**config.mk**
```make
export PLATFORM = sky130hd
export DESIGN_NAME = codma_top
export DESIGN_NICKNAME = d
export VERILOG_FILES = /design/src/codma_pkg.sv /design/src/codma_bus_if.sv /design/src/codma_top.sv /design/src/codma_controller.sv /design/src/codma_copy_engine.sv /design/src/codma_task_engine.sv /design/src/codma_bus_arbiter.sv
export SDC_FILE = /design/constraint.sdc
export NUM_CORES = 1
export LEC_CHECK = 0
export BUFFER_PORTS_ARGS = -buffer_cell sky130_fd_sc_hd__buf_2
export CORE_MARGIN = 5
export CORE_UTILIZATION = 50
export DETAILED_ROUTE_END_ITERATION = 10
export PLACE_DENSITY = 0.72
export SKIP_CTS_REPAIR_TIMING = 1
export SYNTH_ARGS = -nofsm -noshare
export SYNTH_HDL_FRONTEND = slang
export SYNTH_SLANG_ARGS = --single-unit
export TNS_END_PERCENT = 100
```
**constraint.sdc**
```tcl
create_clock -name clk_i -period 6.5 [get_ports clk_i]
set_clock_uncertainty 0.05 [all_clocks]
set_input_delay 1.95 -clock clk_i [delete_from_list [all_inputs] [get_ports clk_i]]
set_output_delay 1.95 -clock clk_i [all_outputs]
set_load 0.1 [all_outputs]
```
**src/codma_pkg.sv**
```systemverilog
// Shared widths, descriptor layout and codes; packet size and widths are fixed by the descriptor format
package codma_pkg;

    // ------------------------------
    // Bus and packet geometry
    // ------------------------------
    localparam int ADDR_W         = 32;
    localparam int DATA_W         = 32;
    localparam int BYTES_PER_WORD = 4;
    // Words in one burst packet, 32 bytes
    localparam int PKT_WORDS      = 8;
    localparam int BUF_IDX_W      = 3;
    // Descriptor is type, source, destination, length
    localparam int DESC_WORDS     = 4;

    // ------------------------------
    // Descriptor encodings
    // ------------------------------
    // Any other kind value is rejected by the controller
    typedef enum logic [DATA_W-1:0] {
        TASK_SINGLE = 32'd0,
        TASK_BURST  = 32'd1
    } task_type_e;

    // Word written to the status pointer
    typedef enum logic [DATA_W-1:0] {
        STATUS_DONE    = 32'd0,
        STATUS_PENDING = 32'd1,
        STATUS_ERROR   = 32'd2
    } status_e;

    // Kind is kept raw so invalid values survive for checking
    typedef struct packed {
        logic [DATA_W-1:0] kind;
        logic [ADDR_W-1:0] src;
        logic [ADDR_W-1:0] dst;
        logic [DATA_W-1:0] len;
    } task_desc_t;

    // ------------------------------
    // State machines
    // ------------------------------
    typedef enum logic [2:0] {
        CTRL_IDLE,
        CTRL_FETCH,
        CTRL_COPY,
        CTRL_FINISH,
        CTRL_ERROR,
        CTRL_WAIT_STATUS
    } ctrl_state_e;

    typedef enum logic [1:0] {
        COPY_IDLE,
        COPY_READ,
        COPY_WRITE
    } copy_state_e;

endpackage
```
**src/codma_bus_if.sv**
```systemverilog
// One master port of the word bus; a single request outstanding, req held until ack or error
`timescale 1ns/1ps

interface codma_bus_if;
    import codma_pkg::*;

    // Request side, driven by the master
    logic              req;
    logic              we;
    logic [ADDR_W-1:0] addr;
    logic [DATA_W-1:0] wdata;

    // Response side, driven by the arbiter
    logic [DATA_W-1:0] rdata;
    logic              ack;
    logic              error;

    modport master (
        output req, we, addr, wdata,
        input  rdata, ack, error
    );

    modport arbiter (
        input  req, we, addr, wdata,
        output rdata, ack, error
    );

endinterface

```
**src/codma_top.sv**
```systemverilog
// Copy DMA top; one shared word bus, memory must answer each request with ack or error
`timescale 1ns/1ps

module codma_top (
    input  logic                         clk_i,
    input  logic                         reset_n_i,
    input  logic                         start_i,
    input  logic [codma_pkg::ADDR_W-1:0] task_pointer_i,
    input  logic [codma_pkg::ADDR_W-1:0] status_pointer_i,
    output logic                         busy_o,
    output logic                         irq_o,
    output logic                         bus_req_o,
    output logic                         bus_we_o,
    output logic [codma_pkg::ADDR_W-1:0] bus_addr_o,
    output logic [codma_pkg::DATA_W-1:0] bus_wdata_o,
    input  logic [codma_pkg::DATA_W-1:0] bus_rdata_i,
    input  logic                         bus_ack_i,
    input  logic                         bus_error_i
);
    import codma_pkg::*;

    task_desc_t desc;
    status_e    status_code;
    logic       fetch_start;
    logic       status_start;
    logic       copy_start;
    logic       fetch_done;
    logic       status_done;
    logic       task_fault;
    logic       copy_done;
    logic       copy_fault;

    // One port per engine
    codma_bus_if task_bus ();
    codma_bus_if copy_bus ();

    codma_controller codma_controller_i (
        .clk_i, .reset_n_i, .start_i, .desc_i(desc),
        .fetch_done_i(fetch_done), .status_done_i(status_done), .task_fault_i(task_fault),
        .copy_done_i(copy_done), .copy_fault_i(copy_fault),
        .fetch_start_o(fetch_start), .status_start_o(status_start),
        .status_code_o(status_code), .copy_start_o(copy_start), .busy_o, .irq_o
    );

    codma_task_engine codma_task_engine_i (
        .clk_i, .reset_n_i, .task_pointer_i, .status_pointer_i,
        .fetch_start_i(fetch_start), .status_start_i(status_start),
        .status_code_i(status_code), .desc_o(desc), .fetch_done_o(fetch_done),
        .status_done_o(status_done), .fault_o(task_fault), .bus(task_bus.master)
    );

    codma_copy_engine codma_copy_engine_i (
        .clk_i, .reset_n_i, .copy_start_i(copy_start), .desc_i(desc),
        .copy_done_o(copy_done), .fault_o(copy_fault), .bus(copy_bus.master)
    );

    codma_bus_arbiter codma_bus_arbiter_i (
        .clk_i, .reset_n_i, .task_bus(task_bus.arbiter), .copy_bus(copy_bus.arbiter),
        .bus_req_o, .bus_we_o, .bus_addr_o, .bus_wdata_o,
        .bus_rdata_i, .bus_ack_i, .bus_error_i
    );

endmodule

```
**src/codma_controller.sv**
```systemverilog
// Task sequencer; DONE never overtakes PENDING, and ERROR waits until both engines are quiet
`timescale 1ns/1ps

module codma_controller (
    input  logic                  clk_i,
    input  logic                  reset_n_i,
    input  logic                  start_i,
    input  codma_pkg::task_desc_t desc_i,
    input  logic                  fetch_done_i,
    input  logic                  status_done_i,
    input  logic                  task_fault_i,
    input  logic                  copy_done_i,
    input  logic                  copy_fault_i,
    output logic                  fetch_start_o,
    output logic                  status_start_o,
    output codma_pkg::status_e    status_code_o,
    output logic                  copy_start_o,
    output logic                  busy_o,
    output logic                  irq_o
);
    import codma_pkg::*;

    ctrl_state_e state_r;
    logic        fetched_r;
    logic        copy_busy_r;
    logic        pend_r;
    logic        desc_ok;
    logic        quiet;
    logic        fault;
    logic        final_done;

    // ------------------------------
    // Descriptor check
    // ------------------------------
    assign desc_ok = (desc_i.len != '0) &&
        (((desc_i.kind == TASK_SINGLE) && (desc_i.len % BYTES_PER_WORD == 0)) ||
         ((desc_i.kind == TASK_BURST) && (desc_i.len % (PKT_WORDS * BYTES_PER_WORD) == 0)));

    assign quiet      = !copy_busy_r && !pend_r;
    assign fault      = task_fault_i || copy_fault_i;
    // Final status write has ended, cleanly or not
    assign final_done = (state_r == CTRL_FINISH && status_done_i) ||
                        (state_r == CTRL_WAIT_STATUS && (status_done_i || task_fault_i));

    assign fetch_start_o  = (state_r == CTRL_IDLE) && start_i;
    assign copy_start_o   = (state_r == CTRL_FETCH) && fetched_r && desc_ok;
    assign status_start_o = copy_start_o ||
                            (state_r == CTRL_COPY && quiet) ||
                            (state_r == CTRL_ERROR && quiet);
    assign status_code_o  = (state_r == CTRL_FETCH) ? STATUS_PENDING :
                            (state_r == CTRL_COPY)  ? STATUS_DONE : STATUS_ERROR;

    always_ff @(posedge clk_i or negedge reset_n_i) begin
        if (!reset_n_i) begin
            state_r     <= CTRL_IDLE;
            fetched_r   <= 1'b0;
            copy_busy_r <= 1'b0;
            pend_r      <= 1'b0;
            busy_o      <= 1'b0;
            irq_o       <= 1'b0;
        end else begin
            fetched_r <= fetch_done_i;
            irq_o     <= final_done;
            // Open jobs on the two engines
            if (copy_start_o) begin
                copy_busy_r <= 1'b1;
            end else if (copy_done_i || copy_fault_i) begin
                copy_busy_r <= 1'b0;
            end
            if (copy_start_o) begin
                pend_r <= 1'b1;
            end else if (status_done_i || task_fault_i) begin
                pend_r <= 1'b0;
            end
            case (state_r)
                CTRL_IDLE: if (start_i) begin
                    busy_o  <= 1'b1;
                    state_r <= CTRL_FETCH;
                end
                CTRL_FETCH: if (task_fault_i || (fetched_r && !desc_ok)) begin
                    state_r <= CTRL_ERROR;
                end else if (fetched_r) begin
                    state_r <= CTRL_COPY;
                end
                CTRL_COPY: if (fault) begin
                    state_r <= CTRL_ERROR;
                end else if (quiet) begin
                    state_r <= CTRL_FINISH;
                end
                CTRL_FINISH: if (task_fault_i) begin
                    state_r <= CTRL_ERROR;
                end
                CTRL_ERROR: if (quiet) begin
                    state_r <= CTRL_WAIT_STATUS;
                end
                default: ;
            endcase
            // Task ends with irq and busy together
            if (final_done) begin
                busy_o  <= 1'b0;
                state_r <= CTRL_IDLE;
            end
        end
    end

    // Copy only starts on a supported kind with a whole number of packets
    a_copy_valid: assert property (@(posedge clk_i) disable iff (!reset_n_i)
        copy_start_o |-> ((desc_i.len != '0) && (desc_i.len[1:0] == 2'b00) &&
            ((desc_i.kind == TASK_SINGLE) ||
             ((desc_i.kind == TASK_BURST) && (desc_i.len[4:0] == 5'd0)))));

    a_irq_pulse: assert property (@(posedge clk_i) disable iff (!reset_n_i)
        irq_o |=> !irq_o);

endmodule

```
**src/codma_copy_engine.sv**
```systemverilog
// Packet copy through an 8-word buffer; length must already be a whole number of packets
`timescale 1ns/1ps

module codma_copy_engine (
    input  logic                  clk_i,
    input  logic                  reset_n_i,
    input  logic                  copy_start_i,
    input  codma_pkg::task_desc_t desc_i,
    output logic                  copy_done_o,
    output logic                  fault_o,
    codma_bus_if.master           bus
);
    import codma_pkg::*;

    copy_state_e          state_r;
    logic [ADDR_W-1:0]    src_r;
    logic [ADDR_W-1:0]    dst_r;
    logic [ADDR_W-1:0]    remain_r;
    logic [BUF_IDX_W-1:0] idx_r;
    logic                 burst_r;
    logic                 req_r;
    logic [DATA_W-1:0]    buf_r [PKT_WORDS];
    logic [BUF_IDX_W-1:0] pkt_last;
    logic [ADDR_W-1:0]    pkt_bytes;
    logic [ADDR_W-1:0]    offset;
    logic                 pkt_end;

    // ------------------------------
    // Packet geometry
    // ------------------------------
    assign pkt_last  = burst_r ? BUF_IDX_W'(PKT_WORDS - 1) : '0;
    assign pkt_bytes = burst_r ? ADDR_W'(PKT_WORDS * BYTES_PER_WORD) : ADDR_W'(BYTES_PER_WORD);
    assign offset    = ADDR_W'(idx_r) * ADDR_W'(BYTES_PER_WORD);
    assign pkt_end   = (idx_r == pkt_last);

    assign bus.req   = req_r;
    assign bus.we    = (state_r == COPY_WRITE);
    assign bus.addr  = (state_r == COPY_WRITE) ? dst_r + offset : src_r + offset;
    assign bus.wdata = buf_r[idx_r];

    // Last write of the last packet
    assign copy_done_o = (state_r == COPY_WRITE) && req_r && bus.ack && pkt_end
                         && (remain_r == pkt_bytes);
    assign fault_o     = req_r && bus.error;

    always_ff @(posedge clk_i or negedge reset_n_i) begin
        if (!reset_n_i) begin
            state_r  <= COPY_IDLE;
            src_r    <= '0;
            dst_r    <= '0;
            remain_r <= '0;
            idx_r    <= '0;
            burst_r  <= 1'b0;
            req_r    <= 1'b0;
        end else if (state_r == COPY_IDLE) begin
            if (copy_start_i) begin
                src_r    <= desc_i.src;
                dst_r    <= desc_i.dst;
                remain_r <= desc_i.len;
                burst_r  <= (desc_i.kind == TASK_BURST);
                idx_r    <= '0;
                req_r    <= 1'b1;
                state_r  <= COPY_READ;
            end
        end else if (req_r && bus.error) begin
            // Drop the request and give up the task
            req_r   <= 1'b0;
            state_r <= COPY_IDLE;
        end else if (req_r && bus.ack) begin
            req_r <= 1'b0;
            idx_r <= pkt_end ? '0 : idx_r + 1'b1;
            if (pkt_end && state_r == COPY_READ) begin
                // Buffer full, drain it
                state_r <= COPY_WRITE;
            end else if (pkt_end) begin
                src_r    <= src_r + pkt_bytes;
                dst_r    <= dst_r + pkt_bytes;
                remain_r <= remain_r - pkt_bytes;
                state_r  <= (remain_r == pkt_bytes) ? COPY_IDLE : COPY_READ;
            end
        end else begin
            // Reissue after the idle cycle that follows each ack
            req_r <= 1'b1;
        end
    end

    // Packet buffer, written by the reads
    always_ff @(posedge clk_i) begin
        if (state_r == COPY_READ && req_r && bus.ack) begin
            buf_r[idx_r] <= bus.rdata;
        end
    end

    // Index stays within the packet and inside the bytes still to move
    a_idx_range: assert property (@(posedge clk_i) disable iff (!reset_n_i)
        (state_r != COPY_IDLE) |-> ((idx_r <= pkt_last) && (offset < remain_r)));

endmodule

```
**src/codma_task_engine.sv**
```systemverilog
// Descriptor fetch and status writes; pointers must stay stable while the engine is active
`timescale 1ns/1ps

module codma_task_engine (
    input  logic                         clk_i,
    input  logic                         reset_n_i,
    input  logic [codma_pkg::ADDR_W-1:0] task_pointer_i,
    input  logic [codma_pkg::ADDR_W-1:0] status_pointer_i,
    input  logic                         fetch_start_i,
    input  logic                         status_start_i,
    input  codma_pkg::status_e           status_code_i,
    output codma_pkg::task_desc_t        desc_o,
    output logic                         fetch_done_o,
    output logic                         status_done_o,
    output logic                         fault_o,
    codma_bus_if.master                  bus
);
    import codma_pkg::*;

    logic       fetch_active_r;
    logic       status_active_r;
    logic       req_r;
    logic [1:0] word_cnt_r;
    status_e    code_r;
    logic       last_word;

    assign last_word = (word_cnt_r == 2'(DESC_WORDS - 1));

    // ------------------------------
    // Bus request
    // ------------------------------
    assign bus.req   = req_r;
    // Only status traffic writes
    assign bus.we    = status_active_r;
    assign bus.addr  = status_active_r ? status_pointer_i
                     : task_pointer_i + ADDR_W'(word_cnt_r) * ADDR_W'(BYTES_PER_WORD);
    assign bus.wdata = code_r;

    assign fetch_done_o  = fetch_active_r && req_r && bus.ack && last_word;
    assign status_done_o = status_active_r && req_r && bus.ack;
    assign fault_o       = req_r && bus.error;

    always_ff @(posedge clk_i or negedge reset_n_i) begin
        if (!reset_n_i) begin
            fetch_active_r  <= 1'b0;
            status_active_r <= 1'b0;
            req_r           <= 1'b0;
            word_cnt_r      <= '0;
            code_r          <= STATUS_DONE;
        end else if (fetch_start_i) begin
            fetch_active_r <= 1'b1;
            word_cnt_r     <= '0;
            req_r          <= 1'b1;
        end else if (status_start_i) begin
            // Code is latched here and held for the whole write
            status_active_r <= 1'b1;
            code_r          <= status_code_i;
            req_r           <= 1'b1;
        end else if (req_r && bus.error) begin
            // Abandon whatever was running
            fetch_active_r  <= 1'b0;
            status_active_r <= 1'b0;
            req_r           <= 1'b0;
        end else if (req_r && bus.ack) begin
            req_r           <= 1'b0;
            status_active_r <= 1'b0;
            if (fetch_active_r) begin
                word_cnt_r <= word_cnt_r + 2'd1;
                if (last_word) begin
                    fetch_active_r <= 1'b0;
                end
            end
        end else if (fetch_active_r) begin
            // Next descriptor word, one idle cycle after each ack
            req_r <= 1'b1;
        end
    end

    // Descriptor fields fill in address order
    always_ff @(posedge clk_i) begin
        if (fetch_active_r && req_r && bus.ack) begin
            case (word_cnt_r)
                2'd0:    desc_o.kind <= bus.rdata;
                2'd1:    desc_o.src  <= bus.rdata;
                2'd2:    desc_o.dst  <= bus.rdata;
                default: desc_o.len  <= bus.rdata;
            endcase
        end
    end

    // Controller never overlaps two jobs on this engine
    a_no_overlap: assert property (@(posedge clk_i) disable iff (!reset_n_i)
        (fetch_start_i || status_start_i) |-> !(fetch_active_r || status_active_r));

endmodule

```
**src/codma_bus_arbiter.sv**
```systemverilog
// Fixed priority to the task engine; grant locked until ack or error, no added cycle on the request
`timescale 1ns/1ps

module codma_bus_arbiter (
    input  logic                        clk_i,
    input  logic                        reset_n_i,
    codma_bus_if.arbiter                task_bus,
    codma_bus_if.arbiter                copy_bus,
    output logic                        bus_req_o,
    output logic                        bus_we_o,
    output logic [codma_pkg::ADDR_W-1:0] bus_addr_o,
    output logic [codma_pkg::DATA_W-1:0] bus_wdata_o,
    input  logic [codma_pkg::DATA_W-1:0] bus_rdata_i,
    input  logic                        bus_ack_i,
    input  logic                        bus_error_i
);
    import codma_pkg::*;

    logic locked_r;
    logic grant_copy_r;
    logic grant_copy;
    logic resp;

    assign resp = bus_ack_i || bus_error_i;

    // Keep the locked owner, else task engine first
    assign grant_copy = locked_r ? grant_copy_r : (!task_bus.req && copy_bus.req);

    // Request mux
    assign bus_req_o   = grant_copy ? copy_bus.req   : task_bus.req;
    assign bus_we_o    = grant_copy ? copy_bus.we    : task_bus.we;
    assign bus_addr_o  = grant_copy ? copy_bus.addr  : task_bus.addr;
    assign bus_wdata_o = grant_copy ? copy_bus.wdata : task_bus.wdata;

    // Responses reach the owner only
    assign task_bus.ack   = bus_ack_i   && !grant_copy;
    assign task_bus.error = bus_error_i && !grant_copy;
    assign task_bus.rdata = grant_copy ? '0 : bus_rdata_i;
    assign copy_bus.ack   = bus_ack_i   && grant_copy;
    assign copy_bus.error = bus_error_i && grant_copy;
    assign copy_bus.rdata = grant_copy ? bus_rdata_i : '0;

    // Lock while a request waits for its response
    always_ff @(posedge clk_i or negedge reset_n_i) begin
        if (!reset_n_i) begin
            locked_r     <= 1'b0;
            grant_copy_r <= 1'b0;
        end else begin
            locked_r     <= bus_req_o && !resp;
            grant_copy_r <= grant_copy;
        end
    end

    // Open transaction keeps the same request on the bus into the next cycle
    a_grant_hold: assert property (@(posedge clk_i) disable iff (!reset_n_i)
        (bus_req_o && !resp) |=>
        (bus_req_o && $stable(bus_we_o) && $stable(bus_addr_o) && $stable(bus_wdata_o)));

    // A response only lands on a master that is asking
    a_resp_owner: assert property (@(posedge clk_i) disable iff (!reset_n_i)
        ((task_bus.ack || task_bus.error) |-> task_bus.req) and
        ((copy_bus.ack || copy_bus.error) |-> copy_bus.req));

endmodule

```
---- Word-level counts from Yosys, hierarchy flattened ----
Memories as Yosys holds them, arrays and structs flattened.
Cells that the tools add are included.
word-level totals
  flip-flop bits (word level) ............. 278
  bits in latches ......................... 0
  RAM bits ................................ 256
  ROM bits ................................ 0
  input bits .............................. 101
  output and inout port bits .............. 68
  logic and storage cells ................. 227
  memories kept ........................... 1
memory list
  memory                     depth  bits a word  rd ports  clocked after memory_dff  write ports  line                     text
  codma_copy_engine_i.buf_r  8      32           1         0                         1            codma_copy_engine.sv:22  logic [DATA_W-1:0] buf_r [PKT_WORDS];
cells by class
  $add $sub $neg .......................... 8
  multipliers ............................. 0
  div/mod/pow operators ................... 0
  $lt $le $gt $ge ......................... 0
  equality and inequality tests ........... 23
  shift operators ......................... 0
  muxes and demuxes ....................... 84
  bitwise operators ....................... 2
  reduce and logical (&&, ||, !) cells .... 85
operators by type and width
  cell                                             number
  2-to-1 mux 32 bit                                25
  zero test 32 bit                                 3
  adder 32 bit                                     2
  adder 32 x 5 -> 32 bit                           2
  2-to-1 mux 3 bit                                 14
  logical AND 1 bit                                34
  adder 32 x 4 -> 32 bit                           1
  == test 32 x 1 -> 1 bit (second input constant)  1
  == test 32 bit                                   1
  nonzero test 32 bit                              1
  subtractor 32 bit                                1
  2-to-1 mux 1 bit                                 31
  2-to-1 mux 2 bit                                 12
  AND reduction 2 bit                              9
  nonzero test 2 bit                               8
  case mux 3 bit (5 select lines)                  1
  logical OR 1 bit                                 9
  nonzero test 3 bit                               3
  == test 2 bit (second input constant)            3
  == test 3 x 2 -> 1 bit (second input constant)   2
  == test 3 bit (second input constant)            2
  zero test 1 bit                                  6
  2-to-1 mux 6 bit                                 1
  != test 2 x 1 -> 1 bit (second input constant)   3
  other kinds (21)                                 27

---- Depth between registers and ports, before layout ----
Gate-level depths: netlist of the first run.
  depth in word-level cells ............... 11
  gate-level depth with buffers ........... 18
  gate-level depth less buffers ........... 12

---- Modules after synthesis ----
A second synthesis of the first run with hierarchy kept.
second synthesis, totals
  cells, all modules ...................... 2128
  area total of the unflattened synthesis .. 25588.3 sq um
by module, submodules not included
  module             instances  cells each  area each (sq um)  sequential area each (sq um)
  codma_copy_engine  1          1458        16659.7            10264.8
  codma_task_engine  1          400         6423.7             4769.6
  codma_bus_arbiter  1          158         1626.6             50.0
  codma_controller   1          112         878.3              200.2

---- Worst setup path after synthesis of the first run ----
Ideal clock, no wire load.
  kind .................................... reg-to-output
  start point ............................. register codma_copy_engine_i.state_r[1]
  end point ............................... output port bus_addr_o[30] in the netlist's numbering
  arrival ................................. 5.945 ns
  required time ........................... 4.500 ns
  setup slack ............................. -1.445 ns
  cell stages (with the launch flop) ...... 19
  path buffers ............................ 6
  cell sequence ........................... dfrtp_1 buf_4 nand2b_4 buf_6 buf_6 clkbuf_1 clkbuf_1 nand2_1 nand2_1 ha_1 inv_1 fa_1 nor2b_1 or2_2 clkbuf_1 nand4_1 or4_1 o31a_1 o32ai_1
on the way
  longest elaborated chain between the ends .. 3
RTL lines
  item                    line                     text
  start, declared         codma_copy_engine.sv:15  copy_state_e state_r;
  start signal, assigned  codma_copy_engine.sv:79  state_r <= (remain_r == pkt_bytes) ? COPY_IDLE : COPY_READ;
  == test 2 bit           codma_copy_engine.sv:38  assign bus.addr = (state_r == COPY_WRITE) ? dst_r + offset : src_r + offset;
  2-to-1 mux 32 bit       codma_copy_engine.sv:38
  2-to-1 mux 32 bit       codma_bus_arbiter.sv:32  assign bus_addr_o = grant_copy ? copy_bus.addr : task_bus.addr;
  end, declared           codma_top.sv:14          output logic [codma_pkg::ADDR_W-1:0] bus_addr_o,
No other way between the ends.

---- Final worst setup path of the first run ----
  start point ............................. input port task_pointer_i[2] in the netlist's numbering
  end point ............................... output port bus_addr_o[28] in the netlist's numbering
on the way
  longest elaborated chain between the ends .. 3
RTL lines
  item                    line                     text
  start, declared         codma_top.sv:8           input logic [codma_pkg::ADDR_W-1:0] task_pointer_i,
  adder 32 x 4 -> 32 bit  codma_task_engine.sv:36  : task_pointer_i + ADDR_W'(word_cnt_r) * ADDR_W'(BYTES_PER_WORD);
  2-to-1 mux 32 bit       codma_task_engine.sv:35  assign bus.addr = status_active_r ? status_pointer_i
  2-to-1 mux 32 bit       codma_bus_arbiter.sv:32
No other way between the ends.

==> metrics.md, run 1 <==
| Metric | Value |
|---|---|
| Share of layout cells above drive strength 1 | `between 10% and 20%` |
| Finish-stage setup viols | `0` |
| DP Cell Count | `2727` |
| TritonCTS Sinks | `roughly 500` |
| DRC errors left | `0` |
| WP buf/inv | `5` |
| Final setup margin | `0.0628 ns` |
| Tmin final | `6.44 ns` |
| First-pass GRT wire length | `106000 um` |
| CP Data Required Time | `around 4.5 ns` |
| DIE AREA | `between 50000 and 60000 um^2` |
| Largest net degree at the start of global routing | `91` |
| Max-cap violations | `0` |
| Final Cycle Share | `99.0%` |
| Fin Hold WS | `0.401 ns` |
| GRT Util Overall | `between 20 and 30%` |
| Post-synth top area share | `48.6%` |
| Synthesized cell area | `23700 um^2` |
| CP Class | `primary input to primary output` |
| Die Ht | `between 200 and 250 um` |
| Achievable Freq | `155 MHz` |
| Seq pwr share | `36.8%` |
| CP max stage delay | `0.44 ns` |
| CTS tree | `built` |
| Ys async rst share | `23.8%` |
| DR pass1 iterations | `6` |
| Wire per inst | `24.9 um` |
| Net Sw Frac | `about 43%` |
| Distinct cells, synth | `76` |
| Final number of hold-violating endpoints | `0` |
| Sw Pwr | `5020 uW` |
| IO Pins | `169` |
| Commonest non-fill, non-tap cell in the layout | `edfxtp_1` |
| CP top delay family | `simple AND/OR/NAND/NOR gates` |
| Via count | `18.5k` |
| RSZ-0062 raised after global routing | `yes` |
| Crit start category | `primary input` |
| Drt via density | `between 6 and 7` |
| Worst-path clk slew | `0.06 ns` |
| Yosys warns | `0` |
| Critical path's most frequent cell | `buf_4` |
| 1st-iter DRT viols | `2190` |
| Worst hold path class | `flop to flop` |
| Most frequent cells in the layout | `edfxtp_1 (384), nand2_1 (188), buf_2 (144)` |
| Area of the multi-input gates | `8710 um^2` |
| Worst Max-Slew Pin Slew | `1.19 ns` |
| Main synth FF type | `edfxtp_1` |
| FILL cells | `3795` |
| Cells along the critical path | `buf_2, ha_4, inv_2, fa_2, nand4b_1, buf_4, or2_4, buf_4, nor4_2, xor2_1, nor2_1, o211ai_1, buf_12` |
| Max Root-Sink Buffers | `3` |
| H-tree depth | `2` |
| Leak pwr | `0.00980 uW` |
| Dominant cell type by area after synthesis | `edfxtp_1` |
| FF/Latch Area | `14500 um^2` |
| Outcome | `finished, final reports clean` |
| Routed WL | `70300 um` |
| Slowest-stage cell, CP | `fa_2` |
| Clock Power Share | `23.4%` |
| Post-synth EDFFs | `384` |
| Pre-CTS WS | `-0.00316 ns` |
| PwrDens | `432 nW/um^2` |
| Syn Area/Cell | `11.5 um^2` |
| Worst Path Arrival | `4.44 ns` |
| Initial antenna violation count | `5` |
| Cell Rows | `79` |
| CTS root buf | `clkbuf_16` |
| Total global routing overflow | `0` |
| Post-Syn Instances | `2055` |
| Area growth syn-to-layout | `14.7%` |
| RePlAce Congestion | `0.889` |
| Starting density of the core | `50.7%` |
| Core area | `46800 um^2` |
| Area contributors post-synth | `edfxtp_1 (49%), dfrtp_1 (13%), a22oi_1 (3.3%)` |
| IO Port Bufs | `approximately 170` |
| Maximum VDD drop | `0.000323 V` |
| Nets | `2301` |
| Logic pwr share | `around two fifths` |
| Share of the yosys chip area belonging to registers | `between 60% and 70%` |
| Slew Viols, Final | `0` |
| Number of global-route vias before repair | `17.7k` |
| Critical Path Sink Type | `primary output` |
| CP Max Fanout | `6` |
| Worst slew margin | `20.5%` |
| Synth Register Bits | `504` |
| Final ANT Viol Nets | `0` |
| DIE WIDTH | `228 um` |
| Clk_lat worst skew | `~0.61 ns` |
| Non-Filler Instances | `~2.8k` |
| HPWL Detailed | `45600 um` |
| Mapped Nets | `roughly 2.2k` |
| CTS buffer count | `50` |
| Int Pwr | `6730 uW` |
per-layer routing:
metal,global-route usage (%),vias up,part of all wire (%)
li1,-,8138,-
met1,34.4,9195,39
met2,44.4,998,49
met3,3.78,160,8.7
met4,8.70,2,3.5
met5,0,-,0.018
synthesized netlist by cell type, types with 5 or more instances:
library cell	number
a211oi_1	7
nand4_1	30
nand2b_1	7
nor4_1	54
or2_2	6
a221oi_1	18
nor3b_1	10
nand2_1	188
a2bb2oi_1	5
ha_1	20
nand3_1	51
and4_1	7
a31oi_1	48
xor2_1	23
o21ai_0	124
a21o_1	12
inv_1	32
o31ai_1	6
a22oi_1	105
a41oi_1	20
o2bb2ai_1	7
mux2_2	7
and2_1	91
o22ai_1	21
clkbuf_1	132
or3_1	12
a21oi_1	119
edfxtp_1	384
and3_1	34
a22o_1	24
xnor2_1	25
o22a_1	8
nor3_1	42
mux2i_1	30
o221ai_1	5
or4_1	9
nor2b_1	12
o21a_1	7
dfrtp_1	120
nor2_1	110
o211ai_1	19
path summary, 6_finish.rpt:
kind / startpoint / end / cells after the start / slack, ns
hold / removal: codma_task_engine_i.desc_o[88] / codma_copy_engine_i.src_r[24] / 2 / 0.40
setup reg to reg: codma_task_engine_i.desc_o[113] / codma_copy_engine_i.src_r[7] / 7 / 3.00
max in group asynchronous: reset_n_i / codma_copy_engine_i.state_r[0] / 2 / 4.08
hold reg to reg: codma_task_engine_i.desc_o[88] / codma_copy_engine_i.src_r[24] / 2 / 0.40
min in group asynchronous: reset_n_i / codma_copy_engine_i.remain_r[15] / 1 / 1.24
setup / recovery: task_pointer_i[2] / bus_addr_o[28] / 13 / 0.06
cell families (layout without fill, tap and decap cells):
logic type | after synthesis | in the layout | share of synthesized area (%)
simple gates | 681 | 681 | 14.7
compound gates | 585 | 585 | 16.2
flops | 504 | 504 | 61.3
buf+inv | 175 | 335 | 2.91
xor+xnor | 48 | 48 | 1.77
mux | 40 | 40 | 1.85
fa+ha+maj | 22 | 22 | 1.22
other cells | 0 | 1 | 0
flip-flops by register name (all words and copies together) (netlist names), 2 cells and up:
register                        flops
codma_task_engine_i.word_cnt_r      2
codma_copy_engine_i.remain_r       32
codma_copy_engine_i.buf_r         256
codma_task_engine_i.bus.wdata       2
codma_controller_i.state_r          3
codma_task_engine_i.desc_o        128
codma_copy_engine_i.src_r          32
codma_copy_engine_i.idx_r           3
codma_copy_engine_i.dst_r          32
codma_copy_engine_i.state_r         2
worst register-to-register path: cells and delay by family (launching register included):
family                 cells  cell delay, ns
AO/OA/AOI/OAI              3            1.27
flip-flops                 1            0.39
AND/OR/NAND/NOR            3            1.37
buffers and inverters      1            0.33
final cells by class:
cell class	instances	share of cell area [%]
Clock inverter	28	0.828
Sequential cell	504	53.4
Timing Repair Buffer	214	5.63
Multi-Input combinational cell	1376	32.0
Antenna cell	1	0.00920
Clock buffer	61	4.87
Inverter	32	0.442
Tap cell	607	2.79
power by group through the flow:
stage          clock, uW  combinational [uW]  sequential [uW]
3_3_place_gp           0                4560             4350
5_1_grt             2910                4910             4360
2_1_floorplan          0                3380             4210
6_report            2750                4680             4320
3_5_place_dp           0                4630             4370
4_1_cts             2770                4640             4310
stage by stage:
stage               TNS (ns)  util (%)  power (uW)  instance area, um^2
floorplan              -1.87         -        7590                23800
global placement           0      54.7        8910                25600
detailed placement  -0.00316      54.7        9000                25600
CTS                  -0.0163      58.0       11700                27100
global route          -0.109      58.2       12200                27200
finish                     0      58.2       11800                27200
(Power assumes the default switching activity.)
==> run 2: changes to the inputs <==
--- a/config.mk
+++ b/config.mk
@@ -5,11 +5,12 @@
 export SDC_FILE = /design/constraint.sdc
 export NUM_CORES = 1
 export LEC_CHECK = 0
+export ABC_AREA = 1
 export BUFFER_PORTS_ARGS = -buffer_cell sky130_fd_sc_hd__buf_2
 export CORE_MARGIN = 5
-export CORE_UTILIZATION = 50
+export CORE_UTILIZATION = 48
 export DETAILED_ROUTE_END_ITERATION = 10
-export PLACE_DENSITY = 0.72
+export PLACE_DENSITY = 0.7
 export SKIP_CTS_REPAIR_TIMING = 1
 export SYNTH_ARGS = -nofsm -noshare
 export SYNTH_HDL_FRONTEND = slang
==> metrics.md, run 2 <==
| Metric | Value |
|---|---|
| Seq pwr share | `41.6% (was 36.8%)` |
| Mapped Nets | `2779 (was 2178)` |
| Worst-path clk slew | `0.06 ns (about the same)` |
| CP Data Required Time | `4.50 ns (about the same)` |
| Max-cap violations | `0 (unchanged)` |
| CP Class | `primary input to primary output (unchanged)` |
| Most common cell in the netlist | `nand2_1 (was edfxtp_1)` |
| Initial antenna violation count | `3 (was 5)` |
| DIE WIDTH | `238 um (was 228 um)` |
| CTS root buf | `clkbuf_16 (unchanged)` |
| Int Pwr | `5840 uW (was 6730 uW)` |
| Max Root-Sink Buffers | `3 (unchanged)` |
| Worst Path Arrival | `4.24 ns (was 4.44 ns)` |
| Top post-synthesis cells by count | `nand2_1 (625), edfxtp_1 (384), nor2_1 (314) (was edfxtp_1 (384), nand2_1 (188), clkbuf_1 (132))` |
| RePlAce Congestion | `0.929 (was 0.889)` |
| Total global routing overflow | `0 (unchanged)` |
| Clk_lat worst skew | `0.60 ns (was 0.61 ns)` |
| FILL cells | `4561 (was 3795)` |
| HPWL Detailed | `50000 um (was 45600 um)` |
| Antenna fix cells | `0 (was 1)` |
| Outcome | `finished, final reports clean (unchanged)` |
| Syn Area/Cell | `9.43 um^2 (was 11.5 um^2)` |
| Slowest-stage cell, CP | `fa_1 (was fa_2)` |
| Crit start category | `primary input (unchanged)` |
| Post-Syn Instances | `2656 (was 2055)` |
| First-pass GRT wire length | `111000 um (was 106000 um)` |
| Top reg by flops | `codma_copy_engine_i.buf_r (unchanged)` |
| Tmin final | `6.24 ns (was 6.44 ns)` |
| Cell Rows | `83 (was 79)` |
| Achievable Freq | `160 MHz (was 155 MHz)` |
| Final number of hold-violating endpoints | `0 (unchanged)` |
| Ys async rst share | `23.8% (unchanged)` |
| Post-synth EDFFs | `384 (unchanged)` |
| Max reg flops | `256 (unchanged)` |
| Layout Utilization | `55.4% (was 58.2%)` |
| CTS buffer count | `51 (was 50)` |
| DR pass1 iterations | `6 (unchanged)` |
| Yosys warns | `0 (unchanged)` |
| Clock Power Share | `31.5% (was 23.4%)` |
| Routed WL | `72600 um (was 70300 um)` |
| Drt via density | `5.68 (was 6.55)` |
| Starting density of the core | `48.6% (was 50.7%)` |
| Synth Register Bits | `504 (unchanged)` |
| Fin Hold WS | `0.417 ns (was 0.401 ns)` |
| Via count | `20.1k (was 18.5k)` |
| Worst slew margin | `27.7% (was 20.5%)` |
| Core area | `51500 um^2 (was 46800 um^2)` |
| Largest net degree at the start of global routing | `126 (was 91)` |
| Final Cycle Share | `96.0% (was 99.0%)` |
| Dominant cell type by area after synthesis | `edfxtp_1 (unchanged)` |
| Nets | `2944 (was 2301)` |
| CP top delay family | `simple AND/OR/NAND/NOR gates (unchanged)` |
| Critical Path Sink Type | `primary output (unchanged)` |
| Synthesized cell area | `25000 um^2 (was 23700 um^2)` |
| Post-synth top area share | `46.1% (was 48.6%)` |
| H-tree depth | `2 (unchanged)` |
| Slew Viols, Final | `0 (unchanged)` |
| Die Ht | `238 um (was 228 um)` |
| TritonCTS Sinks | `504 (unchanged)` |
| RSZ-0062 raised after global routing | `no (was yes)` |
| WP buf/inv | `4 (was 5)` |
| Final setup margin | `0.260 ns (was 0.0628 ns)` |
| GRT Util Overall | `24.8% (was 26.0%)` |
| Wire per inst | `20.5 um (was 24.9 um)` |
| Finish-stage setup viols | `0 (unchanged)` |
| IO Pins | `169 (unchanged)` |
| Area contributors post-synth | `edfxtp_1 (46%), dfrtp_1 (12%), nand2_1 (9.4%) (was edfxtp_1 (49%), dfrtp_1 (13%), a22oi_1 (3.3%))` |
| Most frequent cells in the layout | `nand2_1 (625), edfxtp_1 (384), nor2_1 (301) (was edfxtp_1 (384), nand2_1 (188), buf_2 (144))` |
| Pre-CTS WS | `0.176 ns (was -0.00316 ns)` |
| Cells along the critical path | `buf_2, ha_1, inv_1, fa_1, inv_1, nand2_1, nor2_2, nand3_2, nor2_1, nand4_1, or2_2, nand3_1, o211ai_1, nand2_1, buf_12 (was buf_2, ha_4, inv_2, fa_2, nand4b_1, buf_4, or2_4, buf_4, nor4_2, xor2_1, nor2_1, o211ai_1, buf_12)` |
| Worst Max-Slew Pin Slew | `1.08 ns (was 1.19 ns)` |
| Net Sw Frac | `36.4% (was 42.7%)` |
| Maximum VDD drop | `0.000300 V (was 0.000323 V)` |
| PwrDens | `322 nW/um^2 (was 432 nW/um^2)` |
| CP max stage delay | `0.43 ns (was 0.44 ns)` |
| Share of layout cells above drive strength 1 | `12.8% (was 15.8%)` |
| Sw Pwr | `3340 uW (was 5020 uW)` |
| CTS tree | `built (unchanged)` |
| Area growth syn-to-layout | `13.9% (was 14.7%)` |
| Logic pwr share | `26.9% (was 39.8%)` |
| Number of global-route vias before repair | `19.2k (was 17.7k)` |
| CP Max Fanout | `5 (was 6)` |
| FF/Latch Area | `14500 um^2 (about the same)` |
| Share of the yosys chip area belonging to registers | `58.0% (was 61.3%)` |
| 1st-iter DRT viols | `2061 (was 2190)` |
| Distinct cells, synth | `56 (was 76)` |
| Final ANT Viol Nets | `0 (unchanged)` |
| Commonest non-fill, non-tap cell in the layout | `nand2_1 (was edfxtp_1)` |
| Largest registers | `codma_copy_engine_i.buf_r (256), codma_task_engine_i.desc_o (128) (unchanged)` |
| DRC errors left | `0 (unchanged)` |
| DIE AREA | `56800 um^2 (was 51900 um^2)` |
| Main synth FF type | `edfxtp_1 (unchanged)` |
| Leak pwr | `0.0118 uW (was 0.00980 uW)` |
| IO Port Bufs | `168 (unchanged)` |
| Worst hold path class | `flop to flop (unchanged)` |
| Non-Filler Instances | `3542 (was 2823)` |
| DP Cell Count | `3448 (was 2727)` |
| Area of the multi-input gates | `9070 um^2 (was 8710 um^2)` |
==> run 2: cell count changes after synthesis, moves of 50 or more <==
cell	delta
nand3_1	+95
and2_1	-87
nand2_1	+437
inv_1	+259
nor2_1	+204
nor4_1	-51
a21oi_1	-50
a22oi_1	-74
clkbuf_1	-80
==> run 2: kinds of logic after synthesis <==
| kind of cell | count (synthesis) | share of synthesized area (%) |
|---|---|---|
| DFF | 504 | 58.0 |
| buffers and inverters | 391 | 6.24 |
| muxes | 27 | 1.08 |
| adders and majority gates | 22 | 1.16 |
| xor gates and xnor gates | 59 | 2.06 |
| and+or+nand+nor | 1244 | 21.0 |
| AOI/OAI and AO/OA | 409 | 10.4 |
==> run 2: per-stage QoR <==
stage / power [uW] / instance area [um^2] / TNS (ns)
2_1_floorplan: 5630 / 25100 / -0.305
3_3_place_gp: 6320 / 26900 / 0
3_5_place_dp: 6350 / 26900 / 0
4_1_cts: 9210 / 28500 / 0
5_1_grt: 9470 / 28500 / 0
6_report: 9180 / 28500 / 0
==> run 2: worst paths after layout <==
check                                           startpoint                          endpoint  slack [ns]  cells after the start
min                        codma_copy_engine_i.remain_r[0]   codma_copy_engine_i.remain_r[0]        0.42                      2
max reg2reg                    codma_task_engine_i.bus.req  codma_copy_engine_i.buf_r[7][19]        2.56                      9
max in group asynchronous                        reset_n_i         codma_controller_i.busy_o        3.93                      2
min in group asynchronous                        reset_n_i     codma_copy_engine_i.src_r[27]        1.25                      1
min reg2reg                codma_copy_engine_i.remain_r[0]   codma_copy_engine_i.remain_r[0]        0.42                      2
max                                      task_pointer_i[2]                    bus_addr_o[28]        0.26                     15
==> run 2: power groups by stage <==
| stage | clock network (uW) | registers, uW | logic, uW |
|---|---|---|---|
| 5_1_grt | 3070 | 3830 | 2570 |
| 4_1_cts | 2920 | 3820 | 2470 |
| 3_3_place_gp | 0 | 3880 | 2440 |
| 6_report | 2890 | 3820 | 2470 |
| 3_5_place_dp | 0 | 3890 | 2470 |
| 2_1_floorplan | 0 | 3870 | 1770 |
==> run 2: final cells by class <==
type	instances	share of cell area, %
Inverter	300	3.95
Clock buffer	64	4.87
Sequential cell	504	51.0
Clock inverter	30	0.869
Multi-Input combinational cell	1761	31.8
Tap cell	680	2.98
Timing Repair Buffer	203	4.55
==> run 2: per-layer routing <==
layer / routed length [um] / vias up / share of wire [%] / global-route usage, %
met4: 1780 / 0 / 2.5 / 6.31
met5: 0 / - / 0 / 0
met2: 35400 / 831 / 49 / 42.1
met1: 30300 / 9767 / 42 / 34.3
met3: 5140 / 117 / 7.1 / 3.19
li1: - / 9414 / - / -
==> run 2: worst register-to-register path: stages (launching register included) <==
cell      delay, ns
dfrtp_1        0.42
inv_2          0.06
nand3b_1       0.09
nand2_2        0.08
buf_4          0.65
nand2_1        0.23
nor2_2         0.29
nand2_1        0.48
nor2_4         0.91
buf_4          0.38
